## config.mk

```make
export PLATFORM = sky130hd
export DESIGN_NAME = dcache_ctrl_flat
export DESIGN_NICKNAME = d
export VERILOG_FILES = /design/src/hdl/dcache_pkg.sv /design/src/hdl/cache_array_if.sv /design/src/hdl/dcache_ctrl.sv /design/src/flat_wrapper.sv
export SDC_FILE = /design/constraint.sdc
export NUM_CORES = 1
export LEC_CHECK = 0
export ABC_AREA = 1
export ABC_CLOCK_PERIOD_IN_PS = 13000
export BUFFER_PORTS_ARGS = -buffer_cell sky130_fd_sc_hd__buf_2
export CORE_AREA = 5 5 250 252
export CTS_CLUSTER_DIAMETER = 120
export DETAILED_ROUTE_END_ITERATION = 16
export DIE_AREA = 0 0 255 257
export GPL_ROUTABILITY_DRIVEN = 0
export PLACE_DENSITY = 0.32
export SLEW_MARGIN = 40
export SYNTH_ARGS = -nofsm -noshare
export SYNTH_HDL_FRONTEND = slang
export SYNTH_SLANG_ARGS = --single-unit
```

## constraint.sdc

```tcl
create_clock -name clk -period 13 [get_ports clk]
set_input_delay 1.95 -clock clk [delete_from_list [all_inputs] [get_ports clk]]
set_output_delay 1.95 -clock clk [all_outputs]
set_load 0.03 [all_outputs]
```

## src/hdl/dcache_pkg.sv

```systemverilog
// shared geometry and encodings for the data cache
// 2-way set-associative, one 64-bit word per line, 64 sets
// address split is tag 23 / index 6 / offset 3, physical address only
// response codes follow the AXI 2-bit encoding, only OKAY is named
package dcache_pkg;

  localparam int ADDR_W   = 32;
  localparam int DATA_W   = 64;
  localparam int STRB_W   = 8;   // one strobe per byte
  localparam int TAG_W    = 23;
  localparam int INDEX_W  = 6;
  localparam int OFFSET_W = 3;
  localparam int NUM_WAYS = 2;
  localparam int NUM_SETS = 64;

  localparam logic [1:0] RESP_OKAY = 2'b00;

  typedef enum logic {
    OP_READ  = 1'b0,
    OP_WRITE = 1'b1
  } cache_op_e;

  // miss path goes wb_* (dirty victim only), then fill_*, then back to lookup
  typedef enum logic [2:0] {
    ST_IDLE,
    ST_LOOKUP,
    ST_RESP,
    ST_WB_AW,
    ST_WB_W,
    ST_WB_B,
    ST_FILL_AR,
    ST_FILL_R
  } ctrl_state_e;

endpackage

```

## src/hdl/cache_array_if.sv

```systemverilog
// array bundle between the cache controller and the tag/data arrays
// lookup_tag is the tag of the registered request address, used for compare and fill
// way selects the way for data and tag writes, 1 bit for 2 ways
`timescale 1ns/1ps

interface cache_array_if
  import dcache_pkg::*;
();

  logic [INDEX_W-1:0]                index;
  logic [TAG_W-1:0]                  lookup_tag;
  logic                              way;
  logic                              data_we;
  logic [STRB_W-1:0]                 data_wstrb;
  logic [DATA_W-1:0]                 data_wdata;
  logic                              rd_en;
  logic                              tag_we;
  logic                              tag_valid;
  logic                              tag_dirty;
  logic                              alloc;     // advance victim pointer of index
  logic [NUM_WAYS-1:0][DATA_W-1:0]   rdata;     // both ways, one cycle after rd_en
  logic                              hit;
  logic                              hit_way;
  logic                              victim_way;
  logic                              victim_dirty;
  logic [TAG_W-1:0]                  victim_tag;

  modport ctrl (
    output index, lookup_tag, way, data_we, data_wstrb, data_wdata, rd_en,
    output tag_we, tag_valid, tag_dirty, alloc,
    input  rdata, hit, hit_way, victim_way, victim_dirty, victim_tag
  );

  modport tag (
    input  index, lookup_tag, way, tag_we, tag_valid, tag_dirty, alloc,
    output hit, hit_way, victim_way, victim_dirty, victim_tag
  );

  modport data (
    input  index, way, data_we, data_wstrb, data_wdata, rd_en,
    output rdata
  );

endinterface

```

## src/hdl/dcache_ctrl.sv

```systemverilog
// request FSM of the data cache, one CPU request in flight
// misses write back a dirty victim (aw, w, b), refill over ar/r, then redo
// the lookup so the request finishes as a hit
// non-OKAY r/b codes are passed back on resp_code_o, the line is still filled
// memory channels are single beat, word aligned, w always full strobe
`timescale 1ns/1ps

module dcache_ctrl
  import dcache_pkg::*;
(
  input  logic              clk,
  input  logic              rst,
  input  logic              req_valid_i,
  output logic              req_ready_o,
  input  cache_op_e         req_op_i,
  input  logic [ADDR_W-1:0] req_addr_i,
  input  logic [DATA_W-1:0] req_wdata_i,
  input  logic [STRB_W-1:0] req_wstrb_i,
  output logic              resp_valid_o,
  input  logic              resp_ready_i,
  output logic [DATA_W-1:0] resp_rdata_o,
  output logic [1:0]        resp_code_o,
  output logic              mem_ar_valid_o,
  input  logic              mem_ar_ready_i,
  output logic [ADDR_W-1:0] mem_ar_addr_o,
  input  logic              mem_r_valid_i,
  output logic              mem_r_ready_o,
  input  logic [DATA_W-1:0] mem_r_data_i,
  input  logic [1:0]        mem_r_resp_i,
  output logic              mem_aw_valid_o,
  input  logic              mem_aw_ready_i,
  output logic [ADDR_W-1:0] mem_aw_addr_o,
  output logic              mem_w_valid_o,
  input  logic              mem_w_ready_i,
  output logic [DATA_W-1:0] mem_w_data_o,
  input  logic              mem_b_valid_i,
  output logic              mem_b_ready_o,
  input  logic [1:0]        mem_b_resp_i,
  cache_array_if.ctrl       arr
);

  ctrl_state_e       state_q, state_d;
  cache_op_e         op_q;
  logic [ADDR_W-1:0] addr_q;
  logic [DATA_W-1:0] wdata_q;
  logic [STRB_W-1:0] wstrb_q;
  logic              way_q;        // hit way, or victim way on a miss
  logic [ADDR_W-1:0] wb_addr_q;
  logic [1:0]        code_q;
  logic              req_fire;
  logic              wr_hit;
  logic              r_done;
  logic              b_done;

  assign req_fire = req_valid_i && req_ready_o;
  assign wr_hit   = (state_q == ST_LOOKUP) && arr.hit && (op_q == OP_WRITE);
  assign r_done   = mem_r_valid_i && mem_r_ready_o;
  assign b_done   = mem_b_valid_i && mem_b_ready_o;

  always_comb begin
    state_d = state_q;
    case (state_q)
      ST_IDLE:    if (req_valid_i) state_d = ST_LOOKUP;
      ST_LOOKUP: begin
        if (arr.hit) state_d = ST_RESP;
        else if (arr.victim_dirty) state_d = ST_WB_AW;
        else state_d = ST_FILL_AR;
      end
      ST_RESP:    if (resp_ready_i) state_d = ST_IDLE;
      ST_WB_AW:   if (mem_aw_ready_i) state_d = ST_WB_W;
      ST_WB_W:    if (mem_w_ready_i) state_d = ST_WB_B;
      ST_WB_B:    if (mem_b_valid_i) state_d = ST_FILL_AR;
      ST_FILL_AR: if (mem_ar_ready_i) state_d = ST_FILL_R;
      ST_FILL_R:  if (mem_r_valid_i) state_d = ST_LOOKUP;
      default:    state_d = ST_IDLE;
    endcase
  end

  always_ff @(posedge clk) begin
    if (rst) begin
      state_q <= ST_IDLE;
      code_q  <= RESP_OKAY;
    end else begin
      state_q <= state_d;
      if (req_fire) begin
        code_q <= RESP_OKAY;
      end else if (r_done && mem_r_resp_i != RESP_OKAY) begin
        code_q <= mem_r_resp_i;
      end else if (b_done && mem_b_resp_i != RESP_OKAY) begin
        code_q <= mem_b_resp_i;
      end
    end
  end

  always_ff @(posedge clk) begin
    if (req_fire) begin
      op_q    <= req_op_i;
      addr_q  <= req_addr_i;
      wdata_q <= req_wdata_i;
      wstrb_q <= req_wstrb_i;
    end
    if (state_q == ST_LOOKUP) begin
      way_q     <= arr.hit ? arr.hit_way : arr.victim_way;
      wb_addr_q <= {arr.victim_tag, arr.index, {OFFSET_W{1'b0}}};
    end
  end

  // array controls, fill writes the whole word as clean, store hit merges and dirties
  assign arr.index      = addr_q[OFFSET_W +: INDEX_W];
  assign arr.lookup_tag = addr_q[ADDR_W-1 -: TAG_W];
  assign arr.way        = (state_q == ST_LOOKUP) ? arr.hit_way : way_q;
  assign arr.rd_en      = (state_q == ST_LOOKUP);
  assign arr.data_we    = wr_hit || r_done;
  assign arr.data_wstrb = wr_hit ? wstrb_q : '1;
  assign arr.data_wdata = wr_hit ? wdata_q : mem_r_data_i;
  assign arr.tag_we     = wr_hit || r_done;
  assign arr.tag_valid  = 1'b1;
  assign arr.tag_dirty  = wr_hit;
  assign arr.alloc      = r_done;

  assign req_ready_o  = (state_q == ST_IDLE);
  assign resp_valid_o = (state_q == ST_RESP);
  assign resp_rdata_o = (op_q == OP_READ) ? arr.rdata[way_q] : '0;
  assign resp_code_o  = code_q;

  assign mem_aw_valid_o = (state_q == ST_WB_AW);
  assign mem_aw_addr_o  = wb_addr_q;
  assign mem_w_valid_o  = (state_q == ST_WB_W);
  assign mem_w_data_o   = arr.rdata[way_q];   // victim word, read during lookup
  assign mem_b_ready_o  = (state_q == ST_WB_B);
  assign mem_ar_valid_o = (state_q == ST_FILL_AR);
  assign mem_ar_addr_o  = {addr_q[ADDR_W-1:OFFSET_W], {OFFSET_W{1'b0}}};
  assign mem_r_ready_o  = (state_q == ST_FILL_R);

  // memory valids hold with stable payload until accepted
  a_ar_hold: assert property (@(posedge clk) disable iff (rst)
    mem_ar_valid_o && !mem_ar_ready_i |=> mem_ar_valid_o && $stable(mem_ar_addr_o));
  a_aw_hold: assert property (@(posedge clk) disable iff (rst)
    mem_aw_valid_o && !mem_aw_ready_i |=> mem_aw_valid_o && $stable(mem_aw_addr_o));
  a_w_hold: assert property (@(posedge clk) disable iff (rst)
    mem_w_valid_o && !mem_w_ready_i |=> mem_w_valid_o && $stable(mem_w_data_o));

endmodule

```

## src/flat_wrapper.sv

```systemverilog
// flat-port wrapper written by rule: the top's interface ports become plain ports
module dcache_ctrl_flat import dcache_pkg::*;
  (clk, rst, req_valid_i, req_ready_o, req_op_i, req_addr_i, req_wdata_i, req_wstrb_i, resp_valid_o, resp_ready_i, resp_rdata_o, resp_code_o, mem_ar_valid_o, mem_ar_ready_i, mem_ar_addr_o, mem_r_valid_i, mem_r_ready_o, mem_r_data_i, mem_r_resp_i, mem_aw_valid_o, mem_aw_ready_i, mem_aw_addr_o, mem_w_valid_o, mem_w_ready_i, mem_w_data_o, mem_b_valid_i, mem_b_ready_o, mem_b_resp_i, arr_index, arr_lookup_tag, arr_way, arr_data_we, arr_data_wstrb, arr_data_wdata, arr_rd_en, arr_tag_we, arr_tag_valid, arr_tag_dirty, arr_alloc, arr_rdata, arr_hit, arr_hit_way, arr_victim_way, arr_victim_dirty, arr_victim_tag);
  cache_array_if arr_i ();
  input  logic clk;
  input  logic rst;
  input  logic req_valid_i;
  output logic req_ready_o;
  input  cache_op_e req_op_i;
  input  logic [ADDR_W-1:0] req_addr_i;
  input  logic [DATA_W-1:0] req_wdata_i;
  input  logic [STRB_W-1:0] req_wstrb_i;
  output logic resp_valid_o;
  input  logic resp_ready_i;
  output logic [DATA_W-1:0] resp_rdata_o;
  output logic [1:0] resp_code_o;
  output logic mem_ar_valid_o;
  input  logic mem_ar_ready_i;
  output logic [ADDR_W-1:0] mem_ar_addr_o;
  input  logic mem_r_valid_i;
  output logic mem_r_ready_o;
  input  logic [DATA_W-1:0] mem_r_data_i;
  input  logic [1:0] mem_r_resp_i;
  output logic mem_aw_valid_o;
  input  logic mem_aw_ready_i;
  output logic [ADDR_W-1:0] mem_aw_addr_o;
  output logic mem_w_valid_o;
  input  logic mem_w_ready_i;
  output logic [DATA_W-1:0] mem_w_data_o;
  input  logic mem_b_valid_i;
  output logic mem_b_ready_o;
  input  logic [1:0] mem_b_resp_i;
  output wire logic [$bits(arr_i.index)-1:0] arr_index;
  output wire logic [$bits(arr_i.lookup_tag)-1:0] arr_lookup_tag;
  output wire logic [$bits(arr_i.way)-1:0] arr_way;
  output wire logic [$bits(arr_i.data_we)-1:0] arr_data_we;
  output wire logic [$bits(arr_i.data_wstrb)-1:0] arr_data_wstrb;
  output wire logic [$bits(arr_i.data_wdata)-1:0] arr_data_wdata;
  output wire logic [$bits(arr_i.rd_en)-1:0] arr_rd_en;
  output wire logic [$bits(arr_i.tag_we)-1:0] arr_tag_we;
  output wire logic [$bits(arr_i.tag_valid)-1:0] arr_tag_valid;
  output wire logic [$bits(arr_i.tag_dirty)-1:0] arr_tag_dirty;
  output wire logic [$bits(arr_i.alloc)-1:0] arr_alloc;
  input wire logic [$bits(arr_i.rdata)-1:0] arr_rdata;
  input wire logic [$bits(arr_i.hit)-1:0] arr_hit;
  input wire logic [$bits(arr_i.hit_way)-1:0] arr_hit_way;
  input wire logic [$bits(arr_i.victim_way)-1:0] arr_victim_way;
  input wire logic [$bits(arr_i.victim_dirty)-1:0] arr_victim_dirty;
  input wire logic [$bits(arr_i.victim_tag)-1:0] arr_victim_tag;
  assign arr_index = arr_i.index;
  assign arr_lookup_tag = arr_i.lookup_tag;
  assign arr_way = arr_i.way;
  assign arr_data_we = arr_i.data_we;
  assign arr_data_wstrb = arr_i.data_wstrb;
  assign arr_data_wdata = arr_i.data_wdata;
  assign arr_rd_en = arr_i.rd_en;
  assign arr_tag_we = arr_i.tag_we;
  assign arr_tag_valid = arr_i.tag_valid;
  assign arr_tag_dirty = arr_i.tag_dirty;
  assign arr_alloc = arr_i.alloc;
  assign arr_i.rdata = arr_rdata;
  assign arr_i.hit = arr_hit;
  assign arr_i.hit_way = arr_hit_way;
  assign arr_i.victim_way = arr_victim_way;
  assign arr_i.victim_dirty = arr_victim_dirty;
  assign arr_i.victim_tag = arr_victim_tag;
  dcache_ctrl u_core (.clk(clk), .rst(rst), .req_valid_i(req_valid_i), .req_ready_o(req_ready_o), .req_op_i(req_op_i), .req_addr_i(req_addr_i), .req_wdata_i(req_wdata_i), .req_wstrb_i(req_wstrb_i), .resp_valid_o(resp_valid_o), .resp_ready_i(resp_ready_i), .resp_rdata_o(resp_rdata_o), .resp_code_o(resp_code_o), .mem_ar_valid_o(mem_ar_valid_o), .mem_ar_ready_i(mem_ar_ready_i), .mem_ar_addr_o(mem_ar_addr_o), .mem_r_valid_i(mem_r_valid_i), .mem_r_ready_o(mem_r_ready_o), .mem_r_data_i(mem_r_data_i), .mem_r_resp_i(mem_r_resp_i), .mem_aw_valid_o(mem_aw_valid_o), .mem_aw_ready_i(mem_aw_ready_i), .mem_aw_addr_o(mem_aw_addr_o), .mem_w_valid_o(mem_w_valid_o), .mem_w_ready_i(mem_w_ready_i), .mem_w_data_o(mem_w_data_o), .mem_b_valid_i(mem_b_valid_i), .mem_b_ready_o(mem_b_ready_o), .mem_b_resp_i(mem_b_resp_i), .arr(arr_i));
endmodule
```

# Word-level counts from Yosys, hierarchy flattened
# Index checks and enable logic that the tools add are counted.
word_totals:
  regBits: 140
  out_inout_bits: 309
  input_bits: 337
  elab_cells: 56
classes:
  eq_ne: 14
  n_mux: 19
  n_reduce_logical: 14
  n_lt_le_gt_ge: 1
op_table:
  columns: ["cell", "n"]
  rows:
  - ["$mux 64", 4]
  - ["$mux 3", 9]
  - ["$pmux 3 s8", 1]
  - ["$eq 3x3->1 const B", 4]
  - ["$mux 8", 1]
  - ["$ne 2x1->1 const B", 4]
  - ["$logic_and 1x1->1", 7]
  - ["$reduce_and 7->1", 1]
  - ["$eq 3x2->1 const B", 2]
  - ["$ne 2x2->1 const B", 3]
  - ["$reduce_bool 2->1", 3]
  - ["$mux 2", 2]
  - ["$eq 3x1->1 const B", 1]
  - ["$logic_not 3->1", 1]
  - ["$lt 1x2->1 const B", 1]
  - ["$mux 1", 2]
  - ["$reduce_or 2->1", 1]
  - ["$logic_or 1x1->1", 1]

# Depth between registers and ports, before layout
depth:
  word_depth: 5
  ltp_mapped: 10
  ltp_nobuf: 8

# Least setup slack after synthesis
# OpenSTA, ideal clock, no wires.
synth_timing:
  path_kind: "in2reg"
  from: "in req_valid_i"
  to: "reg u_core.addr_q[10], enable pin"
  t_arrival_ns: 6.231
  setup_time_ns: 0.564
  stages: 2
  path_buffers: 0
  setup_slack_ns: 6.205
  cell_sequence: "inv_1 > nor2_1"
synth_between:
  elab_chain_len: 1
synth_rtl:
  columns: ["element", "line_no", "source"]
  rows:
  - ["start: declaration", "flat_wrapper.sv:7", "input logic req_valid_i;"]
  - ["$logic_and 1x1->1", "dcache_ctrl.sv:55", "assign req_fire = req_valid_i && req_ready_o;"]
  - ["via u_core.req_fire", "dcache_ctrl.sv:50", "logic req_fire;"]
  - ["end signal: assignment", "dcache_ctrl.sv:98", "addr_q <= req_addr_i;"]
  - ["end: declaration", "dcache_ctrl.sv:44", "logic [ADDR_W-1:0] addr_q;"]
# The timed path passes the listed nets, and every way through them passes these cells.
# A chain may end at the register's enable or synchronous reset.

# Final worst setup path
layout_timing:
  from: "in arr_hit"
  to: "out arr_data_wdata[42]"
layout_between:
  elab_chain_len: 3
layout_rtl:
  columns: ["element", "line_no", "source"]
  rows:
  - ["start: declaration", "flat_wrapper.sv:45", "input wire logic [$bits(arr_i.hit)-1:0] arr_hit;"]
  - ["$logic_and 1x1->1 (2 in a row)", "dcache_ctrl.sv:56", "assign wr_hit = (state_q == ST_LOOKUP) && arr.hit && (op_q == OP_WRITE);"]
  - ["$mux 64", "dcache_ctrl.sv:115", "assign arr.data_wdata = wr_hit ? wdata_q : mem_r_data_i;"]
  - ["end: declaration", "flat_wrapper.sv:38", "output wire logic [$bits(arr_i.data_wdata)-1:0] arr_data_wdata;"]
# Every way passes these cells.

==> flow_summary.toml <==
[status]
status = "finished clean"

[detailed_routing]
drt_iter0_markers = 262
viasPerCell = 3.45
ant_nets = 0
wl_um = 37500
routedWlPerCell_um = 17.4
num_vias = 7441
firstDrtPassIters = 6
drc = 0

[timing]
finalSetupViolations = 0
period_minus_slack_ps = 5530
finalCritPeriodShare_pct = 42.5
final.setup_skew_ps = 16.0
hold_viol = 0
rsz0062_at_grt = "false"
drv_slew = 0
relSlewSlack_pct = 52.0
worstMarginPinSlew_ps = 720
fmax_mhz = 181
tns_ps = 0

[floorplanning]
dieArea_um2 = 65500
die_h_um = 257
die_w_um = 255
num_rows = 90
initial_utilization_pct = 11.4
boundaryPins = 646
core_um2 = 59900

[place]
portBuffers = 635
dp_hpwl_um = 31100

[cts]
cts_resized = 0
tritoncts = "yes"
clockRootBuffer = "clkbuf_16"
cts_setup_buffers = 0
cts_hold_buf = 0
cts_buffer_depth = 2
ctsHtreeMaxLevel = 4
numClockSinks = 137
clk_pin_slew_ps = 60
numCtsBuffers = 17
insertion_delay_ps = 470

[logic_synthesis]
mappedNetlistArea_um2 = 6840
synth-async-reset-ratio_pct = 0
netlist_instances = 768
synth-seq-cells = 137
synthFlopType = "edfxtp_1"
synth_enable_flop_cells = 132
ys_seq_area_share_pct = 59.4
synth_cell_types = 25
yosysWarnings = 0
avgSynthCellArea_um2 = 8.91

[power_and_ir_drop]
irDropWorstVdd_mv = 0.0934
cellLeakagePower_nw = 5.75
report.power.total_w = 0.00235
p_per_area_nw_per_um2 = 210

[critical_path]
required_ps = 11050
endpoint_kind = "output pin"
criticalPathCategory = "input pin to output pin"
start_kind = "input pin"
critPathLaunch = "arr_hit"
rr_startpoint = "u_core.state_q[0]$_SDFFE_PP0P_"
cp_max_fo = 65
cp_data_arrival_time_ps = 3580

[worst_hold_path]
hold_class = "register to register"
hp-start = "u_core.resp_code_o[0]$_SDFFE_PP0P_"

[global_routing]
grtUsageTotal_pct = 10.7
grt_overflow = 0
antenna_found_initial = 15
grt_pass1_wl_um = 50200
grt_max_degree = 67
grt_pass1_vias = 7533

[job]
drv_cap = 0

[final_layout]
layout-drive-gt1-share_pct = 50.0
layout_commonest_cell = "buf_2"
layout_common_cells = "buf_2 (635), nand2_1 (412), edfxtp_1 (132)"
nets = 1695
synthToLayoutAreaGrowth_pct = 63.5
[final cells by class]
class	count	area [µm²]
flip-flops and latches	137	4060
repair buffers	642	3260
clock inverters	15	155
clock buffers	17	425
well taps	782	978
multi-input cells	536	2190
fillers	6824	48700
diodes	6	15.0
inverters	24	100
[power breakdown]
part / switching (W) / total (W) / internal [W]
Sequential: 0.0000515 / 0.000697 / 0.000645
Clock: 0.000233 / 0.000503 / 0.000271
Combinational: 0.000881 / 0.00115 / 0.000266
Total: 0.00116 / 0.00235 / 0.00118
[sequential cells by signal (all words and copies together) (netlist names)]
name	flops
u_core.resp_code_o	2
u_core.op_q	1
u_core.state_q	3
u_core.way_q	1
u_core.wdata_q	64
u_core.mem_aw_addr_o	29
u_core.wstrb_q	8
u_core.addr_q	29
[cells in the mapped netlist (2+ instances only)]
library cell,instances,area [µm²]
or2_2,3,18.8
clkbuf_1,8,30.0
o21ai_0,5,25.0
edfxtp_1,132,3960
nand2_1,412,1550
nand4_1,4,25.0
inv_1,21,78.8
buf_6,10,113
dfxtp_1,5,100
buf_2,9,45.0
conb_1,2,7.51
nand3_1,11,55.1
buf_1,11,41.3
buf_4,38,285
nand3_4,2,35.0
a21oi_1,68,340
or2_1,5,31.3
nor2_1,15,56.3
[cell families (layout without fill, tap and decap cells)]
| kind of cell | Yosys count | count (layout) | share of synthesized area (%) |
|---|---|---|---|
| buffers and inverters | 100 | 698 | 8.94 |
| and+or+nand+nor | 453 | 453 | 25.9 |
| AOI/OAI and AO/OA | 76 | 76 | 5.65 |
| DFF | 137 | 137 | 59.4 |
| other | 2 | 13 | 0.110 |
[critical path: stages]
cell,delay (ps)
buf_2,140
nand3_4,90
buf_12,200
inv_2,60
buf_4,550
nand2_1,230
nand2_1,110
buf_2,200
[metrics by stage]
step           instances  instance area, µm²  hold WS, ps  setup WS, ps  util, %
4_1_cts             2153               11200          499          7290     18.7
5_1_grt             2155               11200          511          7240     18.7
2_1_floorplan        773                6860          586          6210        -
6_report            2159               11200          496          7470     18.7
3_3_place_gp        2119               10600          470          6660     17.6
3_5_place_dp        2121               10600          485          7300     17.7
[path summary, 6_finish.rpt]
check / end / slack, ps / cells past startpoint
min: u_core.resp_code_o[0]$_SDFFE_PP0P_ / 500 / 2
max reg2reg: u_core.wstrb_q[0]$_DFFE_PP_ / 10380 / 5
max: arr_data_wdata[42] / 7470 / 8
min reg2reg: u_core.resp_code_o[0]$_SDFFE_PP0P_ / 500 / 2
[layer usage]
metal	GRT usage, %	vias to the layer above	wire (µm)
met5	0	-	72
met3	4.57	47	3680
met1	10.7	3320	13600
met4	3.37	10	816
li1	-	3644	-
met2	19.8	420	19300
(Power assumes the default switching activity.)
